## config.mk

```make
export PLATFORM = sky130hd
export DESIGN_NAME = l1_bus
export DESIGN_NICKNAME = d
export VERILOG_FILES = /design/src/design/bus_pkg.sv /design/src/design/soc_map_pkg.sv /design/src/design/l1_arbiter.sv /design/src/design/l1_bus.sv
export SDC_FILE = /design/constraint.sdc
export NUM_CORES = 1
export LEC_CHECK = 0
export ABC_CLOCK_PERIOD_IN_PS = 2700
export BUFFER_PORTS_ARGS = -buffer_cell sky130_fd_sc_hd__buf_2
export CAP_MARGIN = 5
export CORE_AREA = 3 3 140 142
export DETAILED_ROUTE_END_ITERATION = 12
export DIE_AREA = 0 0 143 145
export GPL_ROUTABILITY_DRIVEN = 0
export PLACE_DENSITY = 0.43
export SYNTH_ARGS = -nofsm -noshare
export SYNTH_HDL_FRONTEND = slang
export SYNTH_SLANG_ARGS = --single-unit
```

## constraint.sdc

```tcl
create_clock -name clk_sys_in -period 2.7 [get_ports clk_sys_in]
set_input_delay 0.135 -clock clk_sys_in [delete_from_list [all_inputs] [get_ports clk_sys_in]]
set_output_delay 0.135 -clock clk_sys_in [all_outputs]
set_load 0.01 [all_outputs]
```

## src/design/bus_pkg.sv

```systemverilog
package bus_pkg;

  // data path
  localparam int DataWidth = 32;
  localparam int BeWidth   = DataWidth / 8;

  // addressing
  localparam int AddrWidth    = 32;
  localparam int DevAddrWidth = 20;  // offset inside a device region

  // hosts on the shared bus
  localparam int NumHosts = 2;

  // host index, also the bit/slot position in the packed host ports
  typedef enum logic [0:0] {
    host_core  = 1'b0,  // core data port
    host_accel = 1'b1   // accelerator host port
  } host_e;

endpackage

```

## src/design/soc_map_pkg.sv

```systemverilog
package soc_map_pkg;

  ////////////////////////////////////////
  // address map

  localparam logic [31:0] RamStart   = 32'h0020_0000;
  localparam logic [31:0] RamSize    = 32'h0001_0000;  // 64 KiB
  localparam logic [31:0] GpioStart  = 32'h8000_0000;
  localparam logic [31:0] GpioSize   = 32'h0000_1000;  // 4 KiB
  localparam logic [31:0] TimerStart = 32'h8000_2000;
  localparam logic [31:0] TimerSize  = 32'h0000_1000;  // 4 KiB

  // register offset bits inside a 4 KiB region
  localparam int RegOffWidth = 12;

  // decoded target of a bus request
  typedef enum logic [1:0] {
    dev_ram,
    dev_gpio,
    dev_timer,
    dev_none  // unmapped, answered with err
  } device_e;

  ////////////////////////////////////////
  // register offsets

  typedef enum logic [RegOffWidth-1:0] {
    gpio_out = 12'h000,
    gpio_in  = 12'h004
  } gpio_reg_e;

  typedef enum logic [RegOffWidth-1:0] {
    tmr_mtime_lo = 12'h000,
    tmr_mtime_hi = 12'h004,
    tmr_cmp_lo   = 12'h008,
    tmr_cmp_hi   = 12'h00C
  } timer_reg_e;

endpackage

```

## src/design/l1_arbiter.sv

```systemverilog
`timescale 1ns/1ps

module l1_arbiter import bus_pkg::*; (
  input  logic                clk_sys_in,
  input  logic                rst_sys_in,
  input  logic [NumHosts-1:0] req_i,
  output logic [NumHosts-1:0] gnt_o
);

  host_e last_q;  // host granted most recently

  always_comb begin
    gnt_o = '0;
    if (req_i[host_core] && req_i[host_accel]) begin
      // tie goes to the host that lost last time
      if (last_q == host_core) begin
        gnt_o[host_accel] = 1'b1;
      end else begin
        gnt_o[host_core] = 1'b1;
      end
    end else begin
      gnt_o = req_i;  // zero or one requester
    end
  end

  always_ff @(posedge clk_sys_in or negedge rst_sys_in) begin
    if (!rst_sys_in) begin
      last_q <= host_accel;  // core wins the first tie
    end else if (gnt_o[host_core]) begin
      last_q <= host_core;
    end else if (gnt_o[host_accel]) begin
      last_q <= host_accel;
    end
  end

  for (genvar h = 0; h < NumHosts; h++) begin : g_chk
    a_gnt_has_req: assert property (@(posedge clk_sys_in) disable iff (!rst_sys_in)
      gnt_o[h] |-> req_i[h]);
  end

endmodule

```

## src/design/l1_bus.sv

```systemverilog
`timescale 1ns/1ps

module l1_bus import bus_pkg::*, soc_map_pkg::*; #(
  parameter int RamWords = 16384
) (
  input  logic                                clk_sys_in,
  input  logic                                rst_sys_in,

  // host side
  input  logic [NumHosts-1:0]                 host_req_i,
  input  logic [NumHosts-1:0][AddrWidth-1:0]  host_addr_i,
  input  logic [NumHosts-1:0]                 host_we_i,
  input  logic [NumHosts-1:0][BeWidth-1:0]    host_be_i,
  input  logic [NumHosts-1:0][DataWidth-1:0]  host_wdata_i,
  output logic [NumHosts-1:0]                 host_gnt_o,
  output logic [NumHosts-1:0]                 host_rvalid_o,
  output logic [NumHosts-1:0][DataWidth-1:0]  host_rdata_o,
  output logic [NumHosts-1:0]                 host_err_o,

  // device side
  output logic                                ram_req_o,
  output logic                                gpio_req_o,
  output logic                                timer_req_o,
  output logic [DevAddrWidth-1:0]             dev_addr_o,
  output logic                                dev_we_o,
  output logic [BeWidth-1:0]                  dev_be_o,
  output logic [DataWidth-1:0]                dev_wdata_o,
  input  logic [DataWidth-1:0]                ram_rdata_i,
  input  logic [DataWidth-1:0]                gpio_rdata_i,
  input  logic [DataWidth-1:0]                timer_rdata_i
);

  logic [NumHosts-1:0]  gnt;
  logic                 any_gnt;
  host_e                sel_host;
  logic [AddrWidth-1:0] sel_addr;
  logic [AddrWidth-1:0] region_base;
  logic [AddrWidth-1:0] offset;
  device_e              sel_dev;

  // transaction in flight, answered next cycle
  logic                 rsp_valid_q;
  host_e                rsp_host_q;
  device_e              rsp_dev_q;
  logic                 rsp_we_q;
  logic [DataWidth-1:0] rsp_rdata;

  l1_arbiter u_arbiter (
    .clk_sys_in,
    .rst_sys_in,
    .req_i(host_req_i),
    .gnt_o(gnt)
  );

  ////////////////////////////////////////
  // request side

  assign host_gnt_o = gnt;
  assign any_gnt    = |gnt;
  assign sel_host   = gnt[host_accel] ? host_accel : host_core;
  assign sel_addr   = host_addr_i[sel_host];

  always_comb begin
    sel_dev     = dev_none;
    region_base = '0;
    if (sel_addr >= RamStart && sel_addr < RamStart + RamSize) begin
      sel_dev     = dev_ram;
      region_base = RamStart;
    end else if (sel_addr >= GpioStart && sel_addr < GpioStart + GpioSize) begin
      sel_dev     = dev_gpio;
      region_base = GpioStart;
    end else if (sel_addr >= TimerStart && sel_addr < TimerStart + TimerSize) begin
      sel_dev     = dev_timer;
      region_base = TimerStart;
    end
  end

  assign offset      = sel_addr - region_base;  // strip the region base
  assign dev_addr_o  = offset[DevAddrWidth-1:0];
  assign dev_we_o    = host_we_i[sel_host];
  assign dev_be_o    = host_be_i[sel_host];
  assign dev_wdata_o = host_wdata_i[sel_host];

  // no strobe for dev_none
  assign ram_req_o   = any_gnt && (sel_dev == dev_ram);
  assign gpio_req_o  = any_gnt && (sel_dev == dev_gpio);
  assign timer_req_o = any_gnt && (sel_dev == dev_timer);

  ////////////////////////////////////////
  // response side

  always_ff @(posedge clk_sys_in or negedge rst_sys_in) begin
    if (!rst_sys_in) begin
      rsp_valid_q <= 1'b0;
      rsp_host_q  <= host_core;
      rsp_dev_q   <= dev_none;
      rsp_we_q    <= 1'b0;
    end else begin
      rsp_valid_q <= any_gnt;
      if (any_gnt) begin
        rsp_host_q <= sel_host;
        rsp_dev_q  <= sel_dev;
        rsp_we_q   <= dev_we_o;
      end
    end
  end

  always_comb begin
    rsp_rdata = '0;  // writes and errors return zero
    if (!rsp_we_q) begin
      case (rsp_dev_q)
        dev_ram:   rsp_rdata = ram_rdata_i;
        dev_gpio:  rsp_rdata = gpio_rdata_i;
        dev_timer: rsp_rdata = timer_rdata_i;
        default:   rsp_rdata = '0;
      endcase
    end
  end

  // only the granted host sees the response
  always_comb begin
    host_rvalid_o = '0;
    host_rdata_o  = '0;
    host_err_o    = '0;
    if (rsp_valid_q) begin
      host_rvalid_o[rsp_host_q] = 1'b1;
      host_rdata_o[rsp_host_q]  = rsp_rdata;
      host_err_o[rsp_host_q]    = (rsp_dev_q == dev_none);
    end
  end

  a_dev_onehot: assert property (@(posedge clk_sys_in) disable iff (!rst_sys_in)
    $onehot0({ram_req_o, gpio_req_o, timer_req_o}));

  // response lands on the port granted one cycle before
  a_rvalid_after_gnt: assert property (@(posedge clk_sys_in) disable iff (!rst_sys_in)
    (host_rvalid_o != '0) |-> (host_rvalid_o == $past(host_gnt_o)));

  a_ram_in_range: assert property (@(posedge clk_sys_in) disable iff (!rst_sys_in)
    ram_req_o |-> (dev_addr_o[DevAddrWidth-1:2] < RamWords));

endmodule

```

==> results.json, run 1 <==
{
  "clock_path_buffers": 2,
  "drtIter0Drc": 106,
  "placed_cells": 1045,
  "status": "completed",
  "synth_ff_type": "dfstp_2",
  "yosysTopAreaCell": "nand2_1",
  "wl_met2_um": 8010,
  "cp_max_fo": 7,
  "place_area_mm2": 0.00456,
  "endpoint_kind": "primary output",
  "required_ns": 2.57,
  "grt_pass1_wl_um": 22500,
  "dr_wl_met3_um": 1540,
  "fin_crit_ns": 2.57,
  "numCtsBuffers": 3,
  "area_growth_pct": 88.5,
  "internal-power_w": 0.000659,
  "drive_above_1_share_pct": 49.0,
  "syn_area_mm2": 0.00249,
  "grt_start_max_net_pins": 43,
  "async_reset_ff_share_pct": 100,
  "combPwrFrac_pct": 67.6,
  "hold_viol": 0,
  "io_buffers": 367,
  "hold_ws_ns": 0.0934,
  "met1_length_um": 5810,
  "maxSlewViolCount": 0,
  "via_count": 4215,
  "synthTopCellsByArea": "nand2_1 (28%), mux2i_1 (16%), nor2_1 (12%)",
  "min_to": "u_arbiter.last_q",
  "ys_types": 37,
  "syn_avg_cell_area_um2": 5.33,
  "synth_most_common_cell": "nand2_1",
  "post-route-period-util_pct": 95.3,
  "worstSetupStartpointType": "register",
  "clock_latency_ns": 0.23,
  "worstHoldStart": "host_req_i[0]",
  "p_leak_nw": 2.95,
  "fin_nets": 1060,
  "tightest_slew_ns": 0.908,
  "grt_antenna_before_repair": 3,
  "firstDrtPassIters": 4,
  "route.top_layer_used": "met5",
  "worstHoldPathCells": 2,
  "synth_warnings": 0,
  "p_seq_share_pct": 11.1,
  "syn_inst": 468,
  "yosys.area.top_type_share_pct": 28.1,
  "wl_per_cell_um": 14.7,
  "reg2reg_depth": 7,
  "worstHoldPathType": "input pin to register",
  "viasPerCell": 4.00,
  "dieWidth_um": 143,
  "path_clk_slew_ns": 0.04,
  "seq_area_frac_synth_pct": 6.17,
  "grt-ovfl-total": 0,
  "power_density_mw_per_mm2": 246,
  "fp.dieArea_mm2": 0.0207,
  "cap_viol_max_count": 0,
  "drcViolationCount": 0,
  "die_h_um": 145,
  "clkSinkCount": 6,
  "rsz0062_at_grt": "yes",
  "ios": 368,
  "synth_edf_count": 0,
  "max_freq_ghz": 0.389,
  "rows": 50,
  "p_switching_w": 0.000496,
  "clkPwrFrac_pct": 21.3,
  "critPathKind": "register to primary output",
  "r2r-start": "u_arbiter.last_q",
  "reg2reg_to": "rsp_dev_q[1]",
  "crit_arrival_ns": 2.44,
  "cts-root-buf": "clkbuf_16",
  "wl_um": 15500,
  "syn_nets": 708,
  "core_area_mm2": 0.0186,
  "ys_top_cells_by_count": "nand2_1 (187), nor2_1 (83), mux2i_1 (39)",
  "cts.htree.levels": 1,
  "synth_seq_cells": 6,
  "rrSetupSlack_ns": 0.71,
  "grt_pass1_vias": 4146,
  "p_sw_share_pct": 43.0,
  "ant_nets": 0,
  "tritoncts": "built",
  "initial_utilization_pct": 13.4,
  "final_cells": 1054,
  "fin_util_pct": 25.3,
  "relSlewSlack_pct": 39.5,
  "fin_area_mm2": 0.00470,
  "finalSetupViolations": 0,
  "peakVddDrop_mv": 0.128,
  "fin_worst_skew_ns": 0.00351,
  "track_usage_pct": 13.7,
  "dp_hpwl_um": 13300
}
==> placed cells by master, fill, tap and decap left out, types with 5 or more instances in the layout <==
cell type  count
buf_4         13
inv_1          6
nand2b_1      33
nor2_1        82
nand2_1      186
buf_2        367
mux2i_1       39
xnor2_1        5
nor3_1         8
o21ai_0       32
==> kinds of logic (layout without fill, tap and decap cells) <==
kind of cell / count (synthesis) / in the layout / share of synthesized area, %
compound gates: 43 / 43 / 10.1
xor+xnor: 6 / 6 / 2.11
fa+ha+maj: 2 / 2 / 1.00
buf+inv: 42 / 393 / 7.72
flops: 6 / 6 / 6.17
mux: 41 / 41 / 17.0
other cells: 0 / 1 / 0
simple gates: 328 / 328 / 55.9
==> power groups by stage <==
stage | clock network (W) | registers (W) | logic (W)
finish | 0.000247 | 0.000128 | 0.000781
global route | 0.000259 | 0.000133 | 0.000876
detailed placement | 0 | 0.000131 | 0.000791
floorplan | 0 | 0.000109 | 0.000411
global placement | 0 | 0.000130 | 0.000792
CTS | 0.000251 | 0.000130 | 0.000801
==> worst max path at each step <==
stage | startpoint | to | slack, ns
after floorplan | u_arbiter.last_q | dev_addr_o[19] | 0.35
after global placement | u_arbiter.last_q | dev_addr_o[19] | 0.20
after detailed placement | u_arbiter.last_q | dev_addr_o[19] | 0.17
after CTS | u_arbiter.last_q | dev_addr_o[19] | 0.02
after global routing | u_arbiter.last_q | dev_addr_o[19] | -0.09
final | u_arbiter.last_q | dev_addr_o[19] | 0.13
==> final cells by class <==
class,count,area (um2)
well taps,234,293
flip-flops and latches,6,154
multi-input cells,420,2180
fillers,2172,13900
repair buffers,382,1960
inverters,7,27.5
diodes,1,2.50
clock buffers,4,78.8
==> worst max-delay path: stages, from the launching register on <==
cell and delay (ns):
dfstp_2 0.55, a21bo_4 0.18, nand4_1 0.15, a22oi_4 0.24, nand2_2 0.08, nor2_2 0.09, ha_2 0.20, ha_4 0.14
nor4b_4 0.19, xnor2_1 0.08, mux2i_1 0.15, buf_2 0.16
==> registers in the layout, summed over array words and instances, names as in the netlist <==
name,flops
rsp_dev_q,2
rsp_valid_q,1
rsp_host_q,1
rsp_we_q,1
u_arbiter.last_q,1
==> per-stage QoR <==
step           TNS [ns]  power, W  setup slack (ns)
2_1_floorplan         0  0.000520             0.346
3_3_place_gp          0  0.000922             0.195
3_5_place_dp          0  0.000922             0.170
4_1_cts               0   0.00118            0.0226
5_1_grt         -0.0856   0.00127           -0.0856
6_report              0   0.00116             0.126
==> metal layers <==
metal | vias up | GRT usage (%)
li1 | 2199 | -
met1 | 1774 | 14.6
met2 | 228 | 26.8
met3 | 10 | 4.05
met4 | 4 | 1.66
met5 | - | 0
==> timing repair <==
action,CTS,global route
setup buffers,2,1
pin swaps,1,2
hold buffers,1,0
setup endpoints to repair,1,2
hold endpoints to repair,6,0
gates cloned,0,0
gates resized for setup,2,5
(Power assumes the default switching activity.)
==> inputs of run 2 (changes only) <==
- CORE_AREA: 3 3 140 142 -> 3 3 142 144
- DIE_AREA: 0 0 143 145 -> 0 0 145 147
- MAX_ROUTING_LAYER: not set -> met4
- PLACE_DENSITY: 0.43 -> 0.42
- RECOVER_POWER: not set -> 25
==> run 2 against run 1 <==
  * Routed wire length rose by 2.8%
  * Critical path depth fell by 1
  * Worst hold slack got worse by 0.0021 ns
  * Fmax fell by 0.43%
  * Power rose by 0.69%
  * Clock power barely moved
  * Critical path type unchanged
==> results.json, run 2 (same netlist as run 1, synthesis figures left out) <==
{
  "status": "completed",
  "worstHoldPathCells": 2,
  "drcViolationCount": 0,
  "cp_top_family": "flip-flops",
  "grt_pass1_vias": 4300,
  "pre_cts_slack_ns": 0.0679,
  "crit_arrival_ns": 2.45,
  "multiInputGateArea_mm2": 0.00218,
  "critPathBufInv": 2,
  "p_switching_w": 0.000504,
  "path_clk_slew_ns": 0.04,
  "fin_nets": 1062,
  "setup_slack_ns": 0.115,
  "cp_slowest_cell": "dfstp_2",
  "cts.htree.levels": 1,
  "drive_above_1_share_pct": 48.7,
  "io_buffers": 367,
  "cp_max_fo": 5,
  "crit_cells": 10,
  "p_leak_nw": 2.94,
  "p_sw_share_pct": 43.3,
  "regMostFlops": "rsp_dev_q",
  "wl_um": 16000,
  "wl_per_cell_um": 14.7,
  "worstSetupStartpointType": "register",
  "p_seq_share_pct": 10.1,
  "track_usage_pct": 14.3,
  "combPwrFrac_pct": 68.6,
  "numCtsBuffers": 3,
  "fin_worst_skew_ns": 0.00306,
  "core_area_mm2": 0.0188,
  "maxSlewViolCount": 0,
  "peakVddDrop_mv": 0.154,
  "fp.dieArea_mm2": 0.0213,
  "largest_reg_flops": 2,
  "fin_crit_ns": 2.59,
  "drtIter0Drc": 71,
  "layout_common_cells": "buf_2 (364), nand2_1 (186), nor2_1 (82), mux2i_1 (39), nand2b_1 (33)",
  "rows": 50,
  "crit_chain": "a21bo_4, buf_4, mux2i_4, nor2_2, ha_2, ha_4, and3b_1, xnor2_1, mux2i_1, buf_2",
  "firstDrtPassIters": 4,
  "grt_start_max_net_pins": 52,
  "ant_nets": 0,
  "internal-power_w": 0.000659,
  "worstHoldPathType": "input pin to register",
  "viasPerCell": 3.94,
  "initial_utilization_pct": 13.2,
  "final_common_cell": "buf_2",
  "reg2reg_depth": 8,
  "cts-root-buf": "clkbuf_16",
  "area_growth_pct": 89.7,
  "ff_latch_area_um2": 154,
  "clock_latency_ns": 0.23,
  "required_ns": 2.57,
  "relSlewSlack_pct": 48.3,
  "fillers": 2238,
  "clkSinkCount": 6,
  "post-route-period-util_pct": 95.7,
  "dp_hpwl_um": 13500,
  "hold_ws_ns": 0.0913,
  "clock_path_buffers": 2,
  "dieWidth_um": 145,
  "critPathKind": "register to primary output",
  "tightest_slew_ns": 0.775,
  "rsz0062_at_grt": "yes",
  "ios": 368,
  "tritoncts": "built",
  "via_count": 4260,
  "hold_viol": 0,
  "grt_antenna_before_repair": 1,
  "grt-ovfl-total": 0,
  "finalSetupViolations": 0,
  "max_freq_ghz": 0.387,
  "cap_viol_max_count": 0,
  "die_h_um": 147,
  "power_density_mw_per_mm2": 246,
  "endpoint_kind": "primary output",
  "max_stage_delay_ns": 0.55,
  "grt_pass1_wl_um": 23900,
  "clkPwrFrac_pct": 21.3
}
[run 2: path summary, 6_finish.rpt]
path	from	endpoint	slack [ns]
max	u_arbiter.last_q	dev_addr_o[19]	0.11
min	host_req_i[0]	u_arbiter.last_q	0.09
max reg2reg	u_arbiter.last_q	rsp_dev_q[0]	0.67
min reg2reg	u_arbiter.last_q	u_arbiter.last_q	0.51
max in group asynchronous	rst_sys_in	rsp_dev_q[0]	2.04
min in group asynchronous	rst_sys_in	rsp_host_q	0.35
[run 2: through the flow]
stage	utilization [%]	instance area (um2)	TNS [ns]	std cells	total power, W
6_report	25.1	4730	0	1082	0.00116
2_1_floorplan	-	2490	0	468	0.000520
3_3_place_gp	24.4	4590	0	1073	0.000932
4_1_cts	25.0	4720	0	1080	0.00119
3_5_place_dp	24.4	4590	0	1073	0.000925
5_1_grt	25.1	4730	-0.0650	1081	0.00127
[run 2: final cells by class]
class                           count  share of cell area [%]
Multi-Input combinational cell    420                    46.1
Timing Repair Buffer              384                    41.4
Tap cell                          260                    6.87
Sequential cell                     6                    3.25
Clock buffer                        4                    1.67
Inverter                            7                   0.582
Antenna cell                        1                  0.0529
[run 2: what timing repair did]
action / CTS / global route
setup endpoints to repair: 1 / 4
pin swaps: 2 / 2
resized for setup: 3 / 5
endpoints found under the hold margin: 6 / 0
hold buffers: 1 / 0
buffers inserted: 2 / 1
[run 2: power by group through the flow]
| stage | Clock (W) | Sequential, W | Combinational [W] |
|---|---|---|---|
| finish | 0.000248 | 0.000118 | 0.000798 |
| global route | 0.000258 | 0.000121 | 0.000893 |
| CTS | 0.000253 | 0.000119 | 0.000815 |
| detailed placement | 0 | 0.000120 | 0.000805 |
| global placement | 0 | 0.000120 | 0.000812 |
| floorplan | 0 | 0.000109 | 0.000411 |
[run 2: per-layer routing]
| layer | GRT usage, % | vias up | share of wire (%) |
|---|---|---|---|
| met3 | 2.44 | 13 | 7.2 |
| met2 | 28.2 | 232 | 54 |
| li1 | - | 2197 | - |
| met1 | 15.2 | 1818 | 38 |
| met5 | - | - | 0 |
| met4 | 2.04 | 0 | 0.98 |
==> inputs of run 3 (changes only) <==
- ABC_AREA: not set -> 1
- CORE_AREA: 3 3 142 144 -> 3 3 143 145
- DIE_AREA: 0 0 145 147 -> 0 0 146 148
- PLACE_DENSITY: 0.42 -> 0.41
==> run 3 against run 2 <==
  * Fmax decreased by 1.4%
  * Synthesized cell count increased by 14%
  * Area after synthesis decreased by 4.9%
  * Routed wire length decreased by 4.1%
  * Combinational power decreased by 4.9%
  * Critical path depth increased by 5
  * Worst setup slack got worse by 0.037 ns
  * Critical path type unchanged
  * Largest cell class unchanged
  * Highest routed layer unchanged
==> results.json, run 3 <==
{
  "pre_cts_slack_ns": 0.0116,
  "fin_area_mm2": 0.00474,
  "largest_reg_flops": 2,
  "fin_crit_ns": 2.62,
  "grt-ovfl-total": 0,
  "clkPwrFrac_pct": 22.0,
  "drtIter0Drc": 134,
  "synthTopCellsByArea": "nand2_1 (49%), nor2_1 (13%), nand3_1 (7.6%)",
  "drcViolationCount": 0,
  "core_area_mm2": 0.0193,
  "cap_viol_max_count": 0,
  "p_seq_share_pct": 9.5,
  "place_area_mm2": 0.00453,
  "die_h_um": 148,
  "syn_area_mm2": 0.00237,
  "drive_above_1_share_pct": 46.8,
  "clock_path_buffers": 2,
  "syn_inst": 535,
  "via_count": 4547,
  "synth_seq_cells": 6,
  "worstSetupStartpointType": "register",
  "finalSetupViolations": 0,
  "firstDrtPassIters": 4,
  "worstHoldPathType": "input pin to register",
  "setup_slack_ns": 0.0778,
  "yosys.area.top_type_share_pct": 48.7,
  "viasPerCell": 3.90,
  "ios": 368,
  "dp_hpwl_um": 12800,
  "cp_max_fo": 8,
  "area_growth_pct": 99.8,
  "clock_latency_ns": 0.23,
  "critPathKind": "register to primary output",
  "seq_area_frac_synth_pct": 6.48,
  "post-route-period-util_pct": 97.1,
  "grt_start_max_net_pins": 48,
  "initial_utilization_pct": 12.3,
  "power_w": 0.00111,
  "relSlewSlack_pct": 47.6,
  "grt_pass1_vias": 4488,
  "clkSinkCount": 6,
  "final_common_cell": "buf_2",
  "p_leak_nw": 2.98,
  "combPwrFrac_pct": 68.5,
  "numCtsBuffers": 3,
  "async_reset_ff_share_pct": 100,
  "synth_most_common_cell": "nand2_1",
  "insertedDiodeCount": 0,
  "p_switching_w": 0.000488,
  "io_buffers": 367,
  "wl_um": 15300,
  "track_usage_pct": 13.0,
  "power_density_mw_per_mm2": 234,
  "p_sw_share_pct": 44.0,
  "synth_warnings": 0,
  "status": "completed",
  "internal-power_w": 0.000620,
  "required_ns": 2.57,
  "syn_nets": 775,
  "rsz0062_at_grt": "yes",
  "wl_per_cell_um": 13.1,
  "path_clk_slew_ns": 0.03,
  "ys_types": 30,
  "endpoint_kind": "primary output",
  "fin_worst_skew_ns": 0.00335,
  "cts-root-buf": "clkbuf_16",
  "fin_nets": 1141,
  "peakVddDrop_mv": 0.162,
  "layout_common_cells": "buf_2 (363), nand2_1 (307), nor2_1 (80), nand3_1 (36), inv_1 (24)",
  "grt_antenna_before_repair": 0,
  "ant_nets": 0,
  "crit_arrival_ns": 2.49,
  "cts.htree.levels": 1,
  "rows": 51,
  "grt_pass1_wl_um": 22700,
  "yosysTopAreaCell": "nand2_1",
  "maxSlewViolCount": 0,
  "syn_avg_cell_area_um2": 4.44,
  "fp.dieArea_mm2": 0.0216,
  "dieWidth_um": 146,
  "hold_viol": 0,
  "tritoncts": "built",
  "ys_top_cells_by_count": "nand2_1 (308), nor2_1 (83), nand3_1 (36)",
  "max_freq_ghz": 0.381,
  "tightest_slew_ns": 0.786,
  "synth_ff_type": "dfstp_2",
  "synth_edf_count": 0,
  "fin_util_pct": 24.5,
  "setup_tns_ns": 0,
  "regMostFlops": "rsp_dev_q"
}
==> run 3: cell count changes after synthesis, moves of 4 or more <==
cell,before,now
nand2_1,187,308
mux2i_1,39,0
nand3_1,2,36
nand2b_1,33,0
o21ai_0,32,3
inv_1,6,26
buf_2,12,2
nor3_1,8,2
nand2_2,0,5
clkbuf_1,19,23
or2_1,0,4
==> run 3: routing by layer <==
metal	wire [um]	track usage, %	up-vias	part of all wire, %
met3	1220	1.96	14	7.9
met5	0	-	-	0
met1	6100	14.7	1943	40
li1	-	-	2347	-
met2	7750	24.3	243	51
met4	239	2.96	0	1.6
==> run 3: worst paths after layout <==
kind / from / endpoint / slack (ns) / cells past startpoint
setup reg to reg: u_arbiter.last_q / rsp_dev_q[0] / 0.85 / 12
setup / recovery: u_arbiter.last_q / dev_addr_o[19] / 0.08 / 15
hold / removal: host_req_i[0] / rsp_dev_q[1] / 0.25 / 4
max in group asynchronous: rst_sys_in / u_arbiter.last_q / 2.06 / 2
hold reg to reg: rsp_dev_q[0] / rsp_dev_q[0] / 0.48 / 2
min in group asynchronous: rst_sys_in / rsp_valid_q / 0.33 / 2
==> run 3: kinds of logic after synthesis <==
kind of cell / share of synthesized area [%]
buffers and inverters: 10.7
XOR/XNOR: 1.85
flip-flops: 6.48
AO/OA/AOI/OAI: 3.80
adder cells (fa/ha/maj): 1.05
AND/OR/NAND/NOR: 76.1
==> run 3: critical path, stage by stage, from the launching register on <==
cell and delay (ns):
dfstp_2 0.54, nand2_4 0.08, nand2_8 0.10, inv_4 0.06, or2_1 0.23, o21ai_2 0.09
nor2_2 0.05, nor2_2 0.14, nand4_4 0.09, inv_2 0.08, ha_4 0.15, ha_4 0.13
inv_2 0.04, nor3_2 0.18, xnor2_1 0.13, buf_2 0.14
==> run 3: what timing repair did <==
item	4_1_cts	5_1_grt
hold endpoints to repair	6	0
buffers inserted	2	4
pin swaps	2	7
setup endpoints to repair	3	3
hold buffers	1	0
cloned	1	0
gates resized for setup	5	12
==> run 3: through the flow <==
step                hold slack (ns)  instances
floorplan                    -0.161        535
detailed placement          -0.0239       1153
CTS                           0.246       1161
global route                  0.295       1165
finish                        0.247       1165
global placement            -0.0240       1153
==> run 3: layout make-up <==
cell class / count / area, um2
repair buffers: 392 / 2010
well taps: 265 / 332
fillers: 2295 / 14600
clock buffers: 4 / 78.8
multi-input cells: 470 / 2060
inverters: 28 / 108
flip-flops and latches: 6 / 154
==> run 3: power by group through the flow <==
stage	registers (W)	clock network [W]	logic [W]
after global placement	0.000105	0	0.000753
final	0.000105	0.000244	0.000759
after CTS	0.000105	0.000250	0.000763
after global routing	0.000106	0.000255	0.000852
after detailed placement	0.000105	0	0.000747
after floorplan	0.000104	0	0.000362
